===== src/design/mem_tile_pkg.sv =====
// Memory tile package
// Geometry of the banked SRAM, atomic opcodes and the shared port types

package mem_tile_pkg;

  //////////////////////////////
  // Geometry
  //////////////////////////////

  localparam int unsigned AddrWidth = 32;
  localparam int unsigned DataWidth = 64;
  localparam int unsigned StrbWidth = DataWidth / 8;
  localparam int unsigned IdWidth   = 4;

  // Each port word is split across two 32-bit banks
  localparam int unsigned NumBanksPerWord     = 2;
  localparam int unsigned SramDataWidth       = DataWidth / NumBanksPerWord;
  localparam int unsigned NumBankRows         = 2;
  localparam int unsigned SramNumWords        = 256;
  localparam int unsigned SramAddrWidth       = $clog2(SramNumWords);
  localparam int unsigned SramAddrWidthOffset = $clog2(StrbWidth);
  localparam int unsigned SramMacroSelOffset  = SramAddrWidthOffset + SramAddrWidth;
  localparam int unsigned SramMacroSelWidth   = $clog2(NumBankRows);

  // RISC-V atomics work on 32-bit words
  localparam int unsigned AmoWordWidth = 32;

  //////////////////////////////
  // Types
  //////////////////////////////

  typedef enum logic [3:0] {
    ATOP_NONE = 4'd0,
    ATOP_SWAP = 4'd1,
    ATOP_ADD  = 4'd2,
    ATOP_AND  = 4'd3,
    ATOP_OR   = 4'd4,
    ATOP_XOR  = 4'd5,
    ATOP_MAX  = 4'd6,
    ATOP_MAXU = 4'd7,
    ATOP_MIN  = 4'd8,
    ATOP_MINU = 4'd9,
    ATOP_LR   = 4'd10,
    ATOP_SC   = 4'd11
  } mem_atop_e;

  typedef logic [AddrWidth-1:0] addr_t;
  typedef logic [DataWidth-1:0] data_t;
  typedef logic [StrbWidth-1:0] strb_t;
  typedef logic [IdWidth-1:0]   id_t;

endpackage


===== src/design/mem_bank_if.sv =====
// Bank access interface
// One word access from the atomic unit to the bank array, no grant

`timescale 1ns/1ps

interface mem_bank_if;

  logic                  req;
  logic                  we;
  mem_tile_pkg::addr_t   addr;
  mem_tile_pkg::data_t   wdata;
  mem_tile_pkg::strb_t   be;
  logic                  rvalid;
  mem_tile_pkg::data_t   rdata;

  // Atomic unit side
  modport mgr (
    output req, we, addr, wdata, be,
    input  rvalid, rdata
  );

  // Bank array side, rvalid follows req by one cycle
  modport sbr (
    input  req, we, addr, wdata, be,
    output rvalid, rdata
  );

endinterface


===== src/design/mem_atomic_unit.sv =====
// Atomic resolver
// Passes plain accesses to the banks and turns AMOs and LR/SC into a
// read followed by a write-back, with a single LR reservation

`timescale 1ns/1ps

module mem_atomic_unit (
  input  logic                    clk_i,
  input  logic                    arst_n_i,
  input  logic                    req_i,
  output logic                    gnt_o,
  input  mem_tile_pkg::addr_t     addr_i,
  input  logic                    we_i,
  input  mem_tile_pkg::strb_t     be_i,
  input  mem_tile_pkg::data_t     wdata_i,
  input  mem_tile_pkg::mem_atop_e atop_i,
  input  mem_tile_pkg::id_t       aid_i,
  output logic                    rvalid_o,
  output mem_tile_pkg::data_t     rdata_o,
  output mem_tile_pkg::id_t       rid_o,
  mem_bank_if.mgr                 bank_o
);

  typedef enum logic {
    ST_IDLE,
    ST_WB
  } state_e;

  state_e state_q, state_d;

  logic accept, is_atomic, needs_wb, half, sc_hit;
  logic wb_write, wb_req_q;
  logic [mem_tile_pkg::AmoWordWidth-1:0] operand, operand_q, old_word, new_word;
  mem_tile_pkg::mem_atop_e op_q;
  mem_tile_pkg::addr_t     addr_q;
  mem_tile_pkg::id_t       rid_q;
  logic half_q, sc_ok_q;
  logic resv_valid_q;
  logic [mem_tile_pkg::AddrWidth-1:2] resv_addr_q;

  assign gnt_o     = (state_q == ST_IDLE);
  assign accept    = req_i & gnt_o;
  // Bit 2 picks the 32-bit half of the word
  assign half      = addr_i[2];
  assign is_atomic = (atop_i != mem_tile_pkg::ATOP_NONE);
  assign needs_wb  = is_atomic && (atop_i != mem_tile_pkg::ATOP_LR);
  assign sc_hit    = resv_valid_q && (resv_addr_q == addr_i[mem_tile_pkg::AddrWidth-1:2]);
  assign operand   = half ? wdata_i[mem_tile_pkg::AmoWordWidth +: mem_tile_pkg::AmoWordWidth]
                          : wdata_i[0 +: mem_tile_pkg::AmoWordWidth];

  always_comb begin
    state_d = state_q;
    case (state_q)
      ST_IDLE: if (accept && needs_wb) state_d = ST_WB;
      ST_WB:   state_d = ST_IDLE;
      default: state_d = ST_IDLE;
    endcase
  end

  always_ff @(posedge clk_i or negedge arst_n_i) begin
    if (!arst_n_i) begin
      state_q      <= ST_IDLE;
      wb_req_q     <= 1'b0;
      resv_valid_q <= 1'b0;
    end else begin
      state_q  <= state_d;
      wb_req_q <= bank_o.req && (state_q == ST_WB);
      if (accept) begin
        if (atop_i == mem_tile_pkg::ATOP_LR) begin
          resv_valid_q <= 1'b1;
        end else if (atop_i == mem_tile_pkg::ATOP_SC) begin
          resv_valid_q <= 1'b0;
        end else if ((we_i || is_atomic) &&
                     (addr_i[mem_tile_pkg::AddrWidth-1:mem_tile_pkg::SramAddrWidthOffset] ==
                      resv_addr_q[mem_tile_pkg::AddrWidth-1:mem_tile_pkg::SramAddrWidthOffset]))
        begin
          resv_valid_q <= 1'b0;
        end
      end
    end
  end

  // Operands of the pending atomic and the echoed ID
  always_ff @(posedge clk_i) begin
    if (accept) begin
      op_q      <= atop_i;
      operand_q <= operand;
      half_q    <= half;
      addr_q    <= addr_i;
      sc_ok_q   <= sc_hit;
      rid_q     <= aid_i;
      if (atop_i == mem_tile_pkg::ATOP_LR) begin
        resv_addr_q <= addr_i[mem_tile_pkg::AddrWidth-1:2];
      end
    end
  end

  //////////////////////////////
  // Read-modify-write
  //////////////////////////////

  assign old_word = half_q ? bank_o.rdata[mem_tile_pkg::AmoWordWidth +: mem_tile_pkg::AmoWordWidth]
                           : bank_o.rdata[0 +: mem_tile_pkg::AmoWordWidth];

  always_comb begin
    case (op_q)
      mem_tile_pkg::ATOP_ADD:  new_word = old_word + operand_q;
      mem_tile_pkg::ATOP_AND:  new_word = old_word & operand_q;
      mem_tile_pkg::ATOP_OR:   new_word = old_word | operand_q;
      mem_tile_pkg::ATOP_XOR:  new_word = old_word ^ operand_q;
      mem_tile_pkg::ATOP_MAX:  new_word = ($signed(operand_q) > $signed(old_word)) ? operand_q
                                                                                   : old_word;
      mem_tile_pkg::ATOP_MAXU: new_word = (operand_q > old_word) ? operand_q : old_word;
      mem_tile_pkg::ATOP_MIN:  new_word = ($signed(operand_q) < $signed(old_word)) ? operand_q
                                                                                   : old_word;
      mem_tile_pkg::ATOP_MINU: new_word = (operand_q < old_word) ? operand_q : old_word;
      // Swap and SC store the operand
      default:                 new_word = operand_q;
    endcase
  end

  // A failed SC skips the write
  assign wb_write = (op_q != mem_tile_pkg::ATOP_SC) || sc_ok_q;

  always_comb begin
    if (state_q == ST_WB) begin
      bank_o.req   = wb_write;
      bank_o.we    = 1'b1;
      bank_o.addr  = addr_q;
      bank_o.wdata = {new_word, new_word};
      bank_o.be    = {{(mem_tile_pkg::StrbWidth/2){half_q}},
                      {(mem_tile_pkg::StrbWidth/2){~half_q}}};
    end else begin
      bank_o.req   = req_i;
      bank_o.we    = we_i && !is_atomic;
      bank_o.addr  = addr_i;
      bank_o.wdata = wdata_i;
      bank_o.be    = be_i;
    end
  end

  //////////////////////////////
  // Response
  //////////////////////////////

  // The write-back's own bank return is not a response
  assign rvalid_o = bank_o.rvalid && !wb_req_q;
  assign rid_o    = rid_q;

  always_comb begin
    rdata_o = bank_o.rdata;
    if ((state_q == ST_WB) && (op_q == mem_tile_pkg::ATOP_SC)) begin
      rdata_o = '0;
      rdata_o[half_q ? mem_tile_pkg::AmoWordWidth : 0] = ~sc_ok_q;
    end
  end

  no_accept_in_wb: assert property (@(posedge clk_i) disable iff (!arst_n_i)
    (accept && needs_wb) |=> !(req_i && gnt_o));

  no_atop_on_write: assert property (@(posedge clk_i) disable iff (!arst_n_i)
    (req_i && we_i) |-> (atop_i == mem_tile_pkg::ATOP_NONE));

endmodule


===== src/flat_wrapper.sv =====
// flat-port wrapper written by rule: the top's interface ports become plain ports
module mem_atomic_unit_flat 
  (clk_i, arst_n_i, req_i, gnt_o, addr_i, we_i, be_i, wdata_i, atop_i, aid_i, rvalid_o, rdata_o, rid_o, bank_o_req, bank_o_we, bank_o_addr, bank_o_wdata, bank_o_be, bank_o_rvalid, bank_o_rdata);
  mem_bank_if bank_o_i ();
  input  logic clk_i;
  input  logic arst_n_i;
  input  logic req_i;
  output logic gnt_o;
  input  mem_tile_pkg::addr_t addr_i;
  input  logic we_i;
  input  mem_tile_pkg::strb_t be_i;
  input  mem_tile_pkg::data_t wdata_i;
  input  mem_tile_pkg::mem_atop_e atop_i;
  input  mem_tile_pkg::id_t aid_i;
  output logic rvalid_o;
  output mem_tile_pkg::data_t rdata_o;
  output mem_tile_pkg::id_t rid_o;
  output wire logic [$bits(bank_o_i.req)-1:0] bank_o_req;
  output wire logic [$bits(bank_o_i.we)-1:0] bank_o_we;
  output wire logic [$bits(bank_o_i.addr)-1:0] bank_o_addr;
  output wire logic [$bits(bank_o_i.wdata)-1:0] bank_o_wdata;
  output wire logic [$bits(bank_o_i.be)-1:0] bank_o_be;
  input wire logic [$bits(bank_o_i.rvalid)-1:0] bank_o_rvalid;
  input wire logic [$bits(bank_o_i.rdata)-1:0] bank_o_rdata;
  assign bank_o_req = bank_o_i.req;
  assign bank_o_we = bank_o_i.we;
  assign bank_o_addr = bank_o_i.addr;
  assign bank_o_wdata = bank_o_i.wdata;
  assign bank_o_be = bank_o_i.be;
  assign bank_o_i.rvalid = bank_o_rvalid;
  assign bank_o_i.rdata = bank_o_rdata;
  mem_atomic_unit u_core (.clk_i(clk_i), .arst_n_i(arst_n_i), .req_i(req_i), .gnt_o(gnt_o), .addr_i(addr_i), .we_i(we_i), .be_i(be_i), .wdata_i(wdata_i), .atop_i(atop_i), .aid_i(aid_i), .rvalid_o(rvalid_o), .rdata_o(rdata_o), .rid_o(rid_o), .bank_o(bank_o_i));
endmodule

===== config.mk =====
export PLATFORM = sky130hd
export DESIGN_NAME = mem_atomic_unit_flat
export DESIGN_NICKNAME = d
export VERILOG_FILES = /design/src/design/mem_tile_pkg.sv /design/src/design/mem_bank_if.sv /design/src/design/mem_atomic_unit.sv /design/src/flat_wrapper.sv
export SDC_FILE = /design/constraint.sdc
export NUM_CORES = 1
export LEC_CHECK = 0
export ABC_AREA = 1
export BUFFER_PORTS_ARGS = -buffer_cell sky130_fd_sc_hd__buf_2
export CAP_MARGIN = 20
export CORE_MARGIN = 4
export CORE_UTILIZATION = 40
export CTS_CLUSTER_SIZE = 8
export DETAILED_ROUTE_END_ITERATION = 8
export SLEW_MARGIN = 20
export SYNTH_ARGS = -nofsm -noshare
export SYNTH_HDL_FRONTEND = slang
export SYNTH_SLANG_ARGS = --single-unit

===== constraint.sdc =====
create_clock -name clk_i -period 10.6 [get_ports clk_i]
set_input_delay 0.53 -clock clk_i [delete_from_list [all_inputs] [get_ports clk_i]]
set_output_delay 0.53 -clock clk_i [all_outputs]
set_load 0.01 [all_outputs]

# [Yosys cells after proc, flatten, opt, wreduce, memory -nomap -nowiden]
# Cells that the tools add are included.
[totals] ff_bits=107 in_bits=181 wordCells=78 output_inout_bits=176
[classes] n_eq_ne=15 bitwise_logic=8 n_reduce_logical=17 order_cmp=6 addsub=1 muxes=21
[op_table] operator="$pmux W32 S8" count=1
[op_table] operator="$mux W32" count=7
[op_table] operator="$mux W64" count=2
[op_table] operator="$and A64 B64 Y64" count=1
[op_table] operator="$gt A32 B32 Y1" count=2
[op_table] operator="$lt A32 B32 Y1" count=2
[op_table] operator="$add A32 B32 Y32" count=1
[op_table] operator="$and A32 B32 Y32" count=1
[op_table] operator="$ge A32 B1 Y1 const B" count=1
[op_table] operator="$lt A32 B7 Y1 const B" count=1
[op_table] operator="$or A32 B32 Y32" count=1
[op_table] operator="$xor A32 B32 Y32" count=1
[op_table] operator="$eq A30 B30 Y1" count=1
[op_table] operator="$eq A29 B29 Y1" count=1
[op_table] operator="$eq A4 B4 Y1 const B" count=5
[op_table] operator="$eq A4 B3 Y1 const B" count=4
[op_table] operator="$logic_and A1 B1 Y1" count=9
[op_table] operator="$eq A4 B2 Y1 const B" count=2
[op_table] operator="$mux W8" count=1
[op_table] operator="$ne A4 B4 Y1 const B" count=2
[op_table] operator="$mux W1" count=7
[op_table] operator="$demux W1 S6" count=1
[op_table] operator="$mux W6" count=1
[op_table] operator="$reduce_and A2 Y1" count=2
[op_table] operator="7 further kinds" count=11

# [Logic depth before layout (Yosys ltp)]
# Gate-level depths: netlist (run 1).
[logic_depth] depth_word=7 depth_mapped=26

# [Worst setup path after synthesis (run 1)]
# OpenSTA, ideal clock, no wires.
[synth_path] path_kind="register to output" start="register, netlist name u_core.addr_q[2]" end="output bank_o_wdata[17]" path_slack_ps=6822 arrival_time_ps=3248 stages_incl_launch_ff=22 cell_sequence="edfxtp_1 > clkbuf_1 > inv_1 > clkbuf_1 > or2_2 > o21ai_1 > ha_1 > nor2_2 > nand3_1 > nor2_2 > and3_1 > nand2_2 > nand2_2 > buf_6 > nand2_2 > nand2_4 > buf_4 > nand2_1 > nand3_1 > nand3_1 > o21bai_1 > nand2_1"
[synth_lines] item="to (decl)" line="flat_wrapper.sv:21" rtl="output wire logic [$bits(bank_o_i.wdata)-1:0] bank_o_wdata;"

==> key figures, run 1 <==
Run status
  • Outcome: finished clean

Power and ir drop
  • Worst IR Drop VDD: 164 uV
  • Pwr/cell area: 108 mW/mm^2
  • Tot Pwr: 1.64 mW
  • Pleak: 8.13 nW

Placement
  • DP Area: 0.0148 sq mm
  • GPL Wtd Cong: 0.988
  • Port buffer count: 356
  • HPWL Detailed: 39600 um

Worst setup path
  • Worst Setup End Kind: primary output
  • Worst path slowest cell: nand3_2
  • RR Startpoint: u_core.state_q$_DFF_PN0_
  • Slowest stage delay, CP: 900 ps
  • R2R cell count: 5
  • Crit-path max FO: 35
  • CP cell instances: buf_4 -> inv_1 -> or2_2 -> o21ai_0 -> ha_1 -> clkinv_1 -> a21oi_1 -> o21a_1 -> nand2_1 -> a21oi_4 -> nand2_2 -> nand2_2 -> nand3_2 -> nand2_1 -> nand3_1 -> nand2_1 -> o21bai_1 -> nand2_1 -> buf_2
  • Reg2reg setup slack: 6550 ps
  • CP top delay family: simple AND/OR/NAND/NOR gates
  • Reg2reg end: u_core.operand_q[23]$_DFFE_PP_
  • Critical path's most frequent cell: nand2_1
  • Crit path launch: u_core.addr_q[2]$_DFFE_PP_
  • WS Path Type: flop to primary output
  • WP buf/inv: 4
  • CP Data Arrival Time: 6740 ps
  • WP data required: 10070 ps
  • CP Launch Type: flop

Logic synthesis
  • Number of distinct library cells after synthesis: 44
  • Post-synthesis cell count: 2092
  • Synthesized area: 0.0128 sq mm
  • Sequential area share after synthesis: 24.7%
  • Post-synth ARST share: 2.83%
  • Syn_nets: 2370
  • Top_reg_cell synth: edfxtp_1
  • Mean Syn Cell Area: 6.13 sq um
  • Synth Register Bits: 106
  • Yosys warns: 0
  • Post-synth EDFFs: 103

STA
  • Final TNS setup: 0 ps
  • Setup violations, final: 0
  • Clk_skew: 7.07 ps
  • Fin crit period: 7270 ps
  • Unrepaired setup endpoints after global routing: no
  • Hold Vio Cnt, Final: 0
  • Crit share post-route: 68.6%
  • Rel. slew slack: 28.1%
  • Fmax: 138 MHz
  • Slew Limit Fails: 0
  • Least-Margin Pin Slew: 1070 ps

Detailed routing
  • Post-route ant nets: 0
  • Starting DRT DRC Count: 1256
  • Vias/cell: 5.48
  • Average wire per standard cell: 19.1 um
  • DRC: 0
  • Total iterations of the first detailed-routing run: 5
  • Via count: 15.3k
  • Routed wire length: 53400 um

Global routing
  • Largest net degree at the start of global routing: 76
  • First-pass GRT wire length: 81800 um
  • Congestion Overflow GR: 0
  • Vias in the first global route: 14.5k
  • GRT Util Overall: 29.1%
  • Initial antenna violation count: 11

Clock network
  • H-Tree Depth: 3
  • CTS Sinks: 106
  • Hold buffers post-CTS: 1
  • Clock transition at path regs: 80 ps
  • Post-CTS setup buffers: 0
  • CTS Buf Count: 9
  • CTS max path bufs: 2
  • Cts repair resizes: 0
  • Clk_lat worst skew: 390 ps
  • Root cell of the clock tree: clkbuf_16
  • CTS tree: built

Run
  • # Max-Cap Violations: 0

Floorplan
  • Initial core utilization: 40.6%
  • Die Width: 187 um
  • Core area: 0.0316 sq mm
  • Die span in y: 187 um
  • Die area: 0.0350 sq mm
  • Boundary Pins: 357
  • Std cell rows: 65

Hold path
  • Worst Hold Depth: 1
  • Hold Startpoint: aid_i[3]
  • Hold Path Sink: u_core.rid_o[3]$_DFFE_PP_
  • HP Class: primary input to flop

Final layout
  • Layout area overhead: 18.2%
  • Net total in the final layout: 2654
  • Layout cells sized above 1: 19.3%
  • Cell area after layout: 0.0152 sq mm
## final cells by class
| cell class | instances | area [sq um] |
|---|---|---|
| fillers | 3347 | 16500 |
| inverters | 226 | 850 |
| multi-input cells | 1659 | 8390 |
| well taps | 402 | 503 |
| repair buffers | 374 | 1930 |
| diodes | 6 | 15.0 |
| clock inverters | 7 | 82.6 |
| clock buffers | 9 | 225 |
| flip-flops and latches | 106 | 3170 |
## power by group
group | switching [mW] | internal [mW] | total [mW]
clock network | 0.188 | 0.188 | 0.376
logic | 0.514 | 0.242 | 0.755
registers | 0.0189 | 0.487 | 0.506
## cells in the mapped netlist, drive strengths merged, types with 19 or more instances
| master | number | area [sq um] |
|---|---|---|
| buf | 28 | 189 |
| nor2 | 170 | 648 |
| a21oi | 95 | 487 |
| nand4 | 32 | 200 |
| or2 | 44 | 275 |
| nand2 | 743 | 2810 |
| o21ai | 108 | 541 |
| clkbuf | 73 | 274 |
| inv | 223 | 837 |
| o21bai | 19 | 143 |
| edfxtp | 103 | 3090 |
| nand3 | 244 | 1240 |
| ha | 96 | 1200 |
## placed cells by master (no fill, tap or decap), types with 3 or more instances in the layout
master       n
a211oi_1    10
a21o_1       4
a21oi_1     94
a221oi_1    10
buf_2      356
buf_4       16
clkbuf_16    9
clkinv_1     3
diode_2      6
edfxtp_1   103
ha_1        96
inv_1      218
inv_2        4
nand2_1    735
nand2_2      7
nand3_1    240
nand4_1     32
nor2_1     165
nor2_2       5
nor3_1      14
nor4_1      10
o21a_1       3
o21ai_0     77
o21ai_1     30
o21bai_1    19
o221ai_1     5
o22ai_1     14
or2_2       44
xnor2_1     12
xor2_1      14
## state kept, by name, indices dropped and copies added, names as in the netlist
signal	flops
u_core.op_q	4
u_core.rid_o	4
u_core.operand_q	32
u_core.resv_addr_q	30
u_core.state_q	1
u_core.addr_q	32
u_core.wb_req_q	1
u_core.sc_ok_q	1
u_core.resv_valid_q	1
## how the worst max path moves through the flow
stage                       end  slack, ps  cells past startpoint
2_1_floorplan  bank_o_wdata[17]       6820                     21
3_3_place_gp   bank_o_wdata[48]       3910                     21
3_5_place_dp   bank_o_wdata[16]       3850                     21
4_1_cts        bank_o_wdata[16]       3430                     21
5_1_grt        bank_o_wdata[16]       2950                     21
6_report        bank_o_wdata[0]       3330                     19
## metrics by stage
step | setup slack (ps) | utilization (%) | std cells | hold WS [ps]
2_1_floorplan | 6820 | - | 2092 | 234
3_3_place_gp | 3910 | 46.8 | 2765 | 333
3_5_place_dp | 3850 | 46.8 | 2765 | 333
4_1_cts | 3430 | 47.8 | 2782 | 301
5_1_grt | 2950 | 47.9 | 2786 | 306
6_report | 3330 | 47.9 | 2789 | 318
## per-layer routing
metal  global-route usage (%)  up-vias  wire length [um]
li1                         -     7383                 -
met1                     37.7     7134             22300
met2                     48.4      653             25000
met3                     7.41       97              4790
met4                     8.05       14              1240
met5                        0        -                78
## cells by family after synthesis
group	share of synthesized area [%]
buf+inv	10.2
xor+xnor	1.77
fa+ha+maj	9.52
simple gates	41.7
flops	24.7
compound gates	12.1
(Power assumes the default switching activity.)
==> run 2, diff against run 1 <==
clock period = 7.6 ns   (was 10.6 ns; I/O delays follow)
==> run 2 against run 1 <==
Clock power is 30% higher. Combinational power increased by 39%. First-iteration DRC count down 12%. Utilization shrank 0.075 points. Sequential share of layout area barely moved. Count of clock-buffer cells in the layout unchanged. Critical path depth is 1 higher. Power grew 37%. Largest power group unchanged.
==> key figures, run 2 (synthesis results as in run 1) <==
Run status
  • Outcome: finished clean

Floorplan
  • Die Width: 187 um (unchanged)
  • Die span in y: 187 um (unchanged)
  • Die area: 0.0350 sq mm (unchanged)
  • Initial core utilization: 40.6% (unchanged)
  • Core area: 0.0316 sq mm (unchanged)
  • Boundary Pins: 357 (unchanged)
  • Std cell rows: 65 (unchanged)

Clock network
  • H-Tree Depth: 3 (unchanged)
  • Cts repair resizes: 0 (unchanged)
  • CTS tree: built
  • Post-CTS setup buffers: 0 (unchanged)
  • Clock transition at path regs: 80 ps (about the same)
  • Root cell of the clock tree: clkbuf_16
  • CTS max path bufs: 2 (unchanged)
  • Hold buffers post-CTS: 1 (unchanged)
  • CTS Buf Count: 9 (unchanged)
  • Clk_lat worst skew: 370 ps (-20 ps)
  • CTS Sinks: 106 (unchanged)

Power and ir drop
  • Worst IR Drop VDD: 133 uV (-19%)
  • Share of power burned in registers: 31.4% (+0.5 points)
  • Clock network fraction of total power: 21.8% (-1.2 points)
  • Combinational share of power: 46.8% (+0.7 points)
  • Switching part of the total: 44.4% (+0.40 points)
  • Sw power: 0.996 mW (+38%)
  • Pwr/cell area: 148 mW/mm^2 (+37%)
  • Cell Int Power: 1.25 mW (+36%)
  • Pleak: 8.13 nW (about the same)

Worst setup path
  • WS Path Type: flop to primary output
  • Crit-path max FO: 73 (+110%)
  • R2R cell count: 8 (+3)
  • WP data required: 7220 ps (-2850 ps)
  • CP Data Arrival Time: 6270 ps (-470 ps)
  • CP Launch Type: flop
  • Worst Setup End Kind: primary output

Final layout
  • Commonest non-fill, non-tap cells in the layout: 735 x nand2_1, 356 x buf_2, 240 x nand3_1
  • Biggest registers after layout: u_core.addr_q (32), u_core.operand_q (32), u_core.resv_addr_q (30)
  • Commonest non-fill, non-tap cell in the layout: nand2_1
  • Layout area overhead: 18.0%
  • Layout cells sized above 1: 19.4% (+0.068 points)
  • Net total in the final layout: 2657 (+0.11%)

Run
  • # Max-Cap Violations: 0 (unchanged)

Detailed routing
  • DRC: 0 (unchanged)
  • Average wire per standard cell: 18.8 um (-1.9%)
  • Starting DRT DRC Count: 1107 (-12%)
  • Post-route ant nets: 0 (unchanged)
  • Via count: 15.3k (-0.14%)
  • Total iterations of the first detailed-routing run: 7 (+2)
  • Vias/cell: 5.48 (about the same)
  • Routed wire length: 52400 um (-1.9%)

Placement
  • HPWL Detailed: 38700 um (-2.3%)
  • GPL Wtd Cong: 1.04 (+4.7%)
  • Port buffer count: 356 (unchanged)

STA
  • Setup violations, final: 0 (unchanged)
  • Hold Slack: 181 ps (-137 ps)
  • Slew Limit Fails: 0 (unchanged)
  • Fin crit period: 6650 ps
  • Unrepaired setup endpoints after global routing: no
  • Fmax: 150 MHz
  • Crit share post-route: 87.5%
  • Least-Margin Pin Slew: 1220 ps (+155 ps)
  • Rel. slew slack: 17.7% (-10 points)
  • Final TNS setup: 0 ps (unchanged)
  • Hold Vio Cnt, Final: 0 (unchanged)
  • Clk_skew: 15.6 ps (+8.54 ps)

Global routing
  • Largest net degree at the start of global routing: 76 (unchanged)
  • Congestion Overflow GR: 0 (unchanged)
  • Initial antenna violation count: 11 (unchanged)
  • First-pass GRT wire length: 80300 um (-1.9%)
  • GRT Util Overall: 28.4% (-0.67 points)
  • Vias in the first global route: 14.4k (-0.14%)

Hold path
  • HP Class: primary input to flop
  • Worst Hold Depth: 1 (unchanged)
## run 2: power by group through the flow
stage               sequential (mW)  combinational, mW  clock (mW)
detailed placement            0.717               1.03           0
global placement              0.717               1.02           0
floorplan                     0.709              0.682           0
finish                        0.705               1.05       0.490
global route                  0.708               1.16       0.525
CTS                           0.704               1.04       0.499
## run 2: worst max-delay path: stages, from the launching register on
cell and delay (ps):
edfxtp_1 410, inv_1 800, or2_2 240, o21ai_0 270, ha_1 470, inv_1 180, nand3_1 140, nor2_2 220
and3_1 290, nand2_2 420, nand2_2 210, buf_4 660, nand2_2 160, nand2_4 480, nand2_1 330, nor2_1 170
nor2_1 70, nand3_1 60, nand2_1 80, nand2_1 70, buf_2 120
## run 2: final cells by class
class                           count  area, sq um
Fill cell                        3359        16500
Antenna cell                        2         5.00
Clock buffer                        9          225
Clock inverter                      6         61.3
Sequential cell                   106         3170
Multi-Input combinational cell   1659         8380
Inverter                          226          850
Timing Repair Buffer              377         1950
Tap cell                          402          503
## run 2: final timing paths
| check | start | to | slack, ps |
|---|---|---|---|
| worst max-delay path | u_core.addr_q[2]$_DFFE_PP_ | bank_o_wdata[48] | 950 |
| worst min-delay path | aid_i[1] | u_core.rid_o[1]$_DFFE_PP_ | 180 |
| worst max register to register | u_core.state_q$_DFF_PN0_ | u_core.resv_valid_q$_DFFE_PN0P_ | 3900 |
| worst min register to register | u_core.resv_valid_q$_DFFE_PN0P_ | u_core.resv_valid_q$_DFFE_PN0P_ | 510 |
| max in group asynchronous | arst_n_i | u_core.resv_valid_q$_DFFE_PN0P_ | 7140 |
| min in group asynchronous | arst_n_i | u_core.state_q$_DFF_PN0_ | 340 |
## run 2: stage by stage
stage                     instance area (sq um)  power (mW)  std cells  util [%]  setup slack, ps
after CTS                                 15100        2.24       2784      47.8             1070
final                                     15100        2.24       2787      47.9              949
after floorplan                           12800        1.39       2092         -             3970
after global routing                      15100        2.40       2786      47.8              495
after global placement                    14800        1.74       2768      46.9             1640
after detailed placement                  14800        1.75       2768      46.9             1530
## run 2: metal layers
metal  share of wire [%]  global-route usage (%)  vias to the layer above
met2                  47                    48.0                      665
met1                  42                    36.1                     7115
met5                0.18                       0                        -
met4                 2.3                    8.11                       16
li1                    -                       -                     7374
met3                 8.7                    7.35                       90
==> run 3, diff against run 2 <==
CORE_UTILIZATION = 55   (was 40)
PLACE_DENSITY = 0.81   (was unset)
SLEW_MARGIN = 15   (was 20)
==> run 3 against run 2 <==
Clock skew is 4.9 ps higher. Global-route usage is 9.1 points higher. Register-to-register slack better by 780 ps. Final cell count is 3.1% lower. First-iteration DRC count is 59% higher. Critical path depth stayed put. Count of clock-buffer cells in the layout stayed put. Die area is 26% lower. Clock power is 11% higher. Non-clock buffer count is 3 lower. Critical path type unchanged.
==> key figures, run 3 (synthesis results as in run 1) <==
Run status
  • Outcome: finished clean

Global routing
  • Initial antenna violation count: 9 (-2)
  • GRT Util Overall: 37.6% (+9.1 points)
  • First-pass GRT wire length: 78300 um (-2.4%)
  • Vias in the first global route: 14.4k (-0.51%)
  • Largest net degree at the start of global routing: 76 (unchanged)
  • Congestion Overflow GR: 0 (unchanged)

Final layout
  • Biggest registers after layout: u_core.addr_q (32), u_core.operand_q (32), u_core.resv_addr_q (30)
  • Cell area after layout: 0.0150 sq mm (-0.60%)
  • Commonest non-fill, non-tap cell in the layout: nand2_1
  • Layout area overhead: 17.3%
  • Net total in the final layout: 2654 (-0.11%)
  • Commonest non-fill, non-tap cells in the layout: 735 x nand2_1, 356 x buf_2, 240 x nand3_1
  • Layout cells sized above 1: 19.3% (-0.068 points)

Floorplan
  • Core area: 0.0228 sq mm (-28%)
  • Boundary Pins: 357 (unchanged)
  • Std cell rows: 55 (-15%)
  • Initial core utilization: 56.3% (+16 points)
  • Die area: 0.0258 sq mm (-26%)
  • Die span in y: 161 um (-14%)
  • Die Width: 161 um (-14%)

Placement
  • HPWL Detailed: 37600 um (-2.6%)
  • DP Area: 0.0147 sq mm (-0.85%)
  • Pre-CTS setup slack: 1210 ps (-314 ps)
  • GPL Wtd Cong: 1.04 (+0.36%)
  • Port buffer count: 356 (unchanged)

Clock network
  • CTS Sinks: 106 (unchanged)
  • CTS Buf Count: 9 (unchanged)
  • CTS max path bufs: 2 (unchanged)
  • Hold buffers post-CTS: 1 (unchanged)
  • Cts repair resizes: 0 (unchanged)
  • H-Tree Depth: 3 (unchanged)
  • Root cell of the clock tree: clkbuf_16
  • Post-CTS setup buffers: 0 (unchanged)
  • Clock transition at path regs: 90 ps (about the same)
  • Clk_lat worst skew: 380 ps (about the same)
  • CTS tree: built

Worst setup path
  • R2R cell count: 4 (-4)
  • Reg2reg end: u_core.operand_q[27]$_DFFE_PP_
  • CP Launch Type: flop
  • CP Data Arrival Time: 6650 ps (+380 ps)
  • Worst Setup End Kind: primary output
  • Reg2reg setup slack: 4680 ps (+780 ps)
  • Crit-path max FO: 73 (unchanged)
  • RR Startpoint: u_core.state_q$_DFF_PN0_
  • WS Path Type: flop to primary output
  • Crit path launch: u_core.addr_q[2]$_DFFE_PP_
  • WP data required: 7220 ps (about the same)

Detailed routing
  • Post-route ant nets: 0 (unchanged)
  • Starting DRT DRC Count: 1756 (+59%)
  • Via count: 15.7k (+2.6%)
  • DRC: 0 (unchanged)
  • Routed wire length: 51500 um (-1.7%)
  • Average wire per standard cell: 19.1 um (+1.4%)
  • Total iterations of the first detailed-routing run: 8 (+1)
  • Vias/cell: 5.79 (+5.8%)

STA
  • Rel. slew slack: 28.1% (+10 points)
  • Slew Limit Fails: 0 (unchanged)
  • Least-Margin Pin Slew: 1080 ps (-145 ps)
  • Clk_skew: 20.5 ps (+4.90 ps)
  • Crit share post-route: 92.5% (+5.0 points)
  • Hold Vio Cnt, Final: 0 (unchanged)
  • Setup violations, final: 0 (unchanged)
  • Fmax: 142 MHz (-5.4%)
  • Final TNS setup: 0 ps (unchanged)
  • Unrepaired setup endpoints after global routing: no
  • Fin crit period: 7030 ps (+378 ps)
  • Hold Slack: 173 ps (-8.23 ps)
  • PnR worst setup slack: 571 ps (-378 ps)

Hold path
  • HP Class: primary input to flop
  • Worst Hold Depth: 1 (unchanged)
  • Hold Startpoint: aid_i[1]
  • Hold Path Sink: u_core.rid_o[1]$_DFFE_PP_

Run
  • # Max-Cap Violations: 0 (unchanged)

Power and ir drop
  • Pleak: 8.15 nW (+0.17%)
  • Worst IR Drop VDD: 118 uV (-11%)
  • Pwr/cell area: 153 mW/mm^2 (+3.4%)
==> run 3: worst max-delay path, stage by stage, from the launching register on <==
cell and delay (ps):
edfxtp_1 760, inv_1 600, or2_2 450, o21ai_0 260, ha_1 420, inv_1 180
nand3_1 160, nor2_2 230, and3_1 280, nand2_2 460, nand2_2 230, buf_4 670
nand2_2 150, nand2_4 480, nand2_1 320, nor2_1 170, nor2_1 60, nand3_1 70
nand2_1 70, nand2_1 70, buf_2 130
==> run 3: per-layer routing <==
layer	track usage, %	vias up	part of all wire (%)
li1	-	7384	-
met1	50.5	7147	39
met2	59.9	971	45
met3	8.19	145	12
met4	13.3	4	3.5
met5	0	-	0.027
==> run 3: where the power goes <==
part / switching, mW / internal [mW] / leakage, nW
Combinational: 0.720 / 0.337 / 6.98
Clock: 0.278 / 0.267 / 0.157
Sequential: 0.0253 / 0.679 / 1.01
==> run 3: metrics by stage <==
stage | cells | util [%] | total power, mW
2_1_floorplan | 2092 | - | 1.39
3_3_place_gp | 2677 | 64.5 | 1.73
3_5_place_dp | 2677 | 64.5 | 1.74
4_1_cts | 2694 | 66.0 | 2.27
5_1_grt | 2699 | 66.0 | 2.43
6_report | 2701 | 66.1 | 2.31
==> run 3: worst max-delay path by stage <==
stage	end	slack (ps)
finish	bank_o_wdata[51]	570
global route	bank_o_wdata[48]	300
CTS	bank_o_wdata[51]	750
detailed placement	bank_o_wdata[51]	1210
global placement	bank_o_wdata[16]	1250
floorplan	bank_o_wdata[17]	3970
==> run 3: layout make-up <==
class / instances / area, sq um
flip-flops and latches: 106 / 3170
well taps: 313 / 392
repair buffers: 374 / 1920
multi-input cells: 1659 / 8380
fillers: 2079 / 7730
clock buffers: 9 / 225
clock inverters: 7 / 95.1
inverters: 226 / 850
diodes: 7 / 17.5
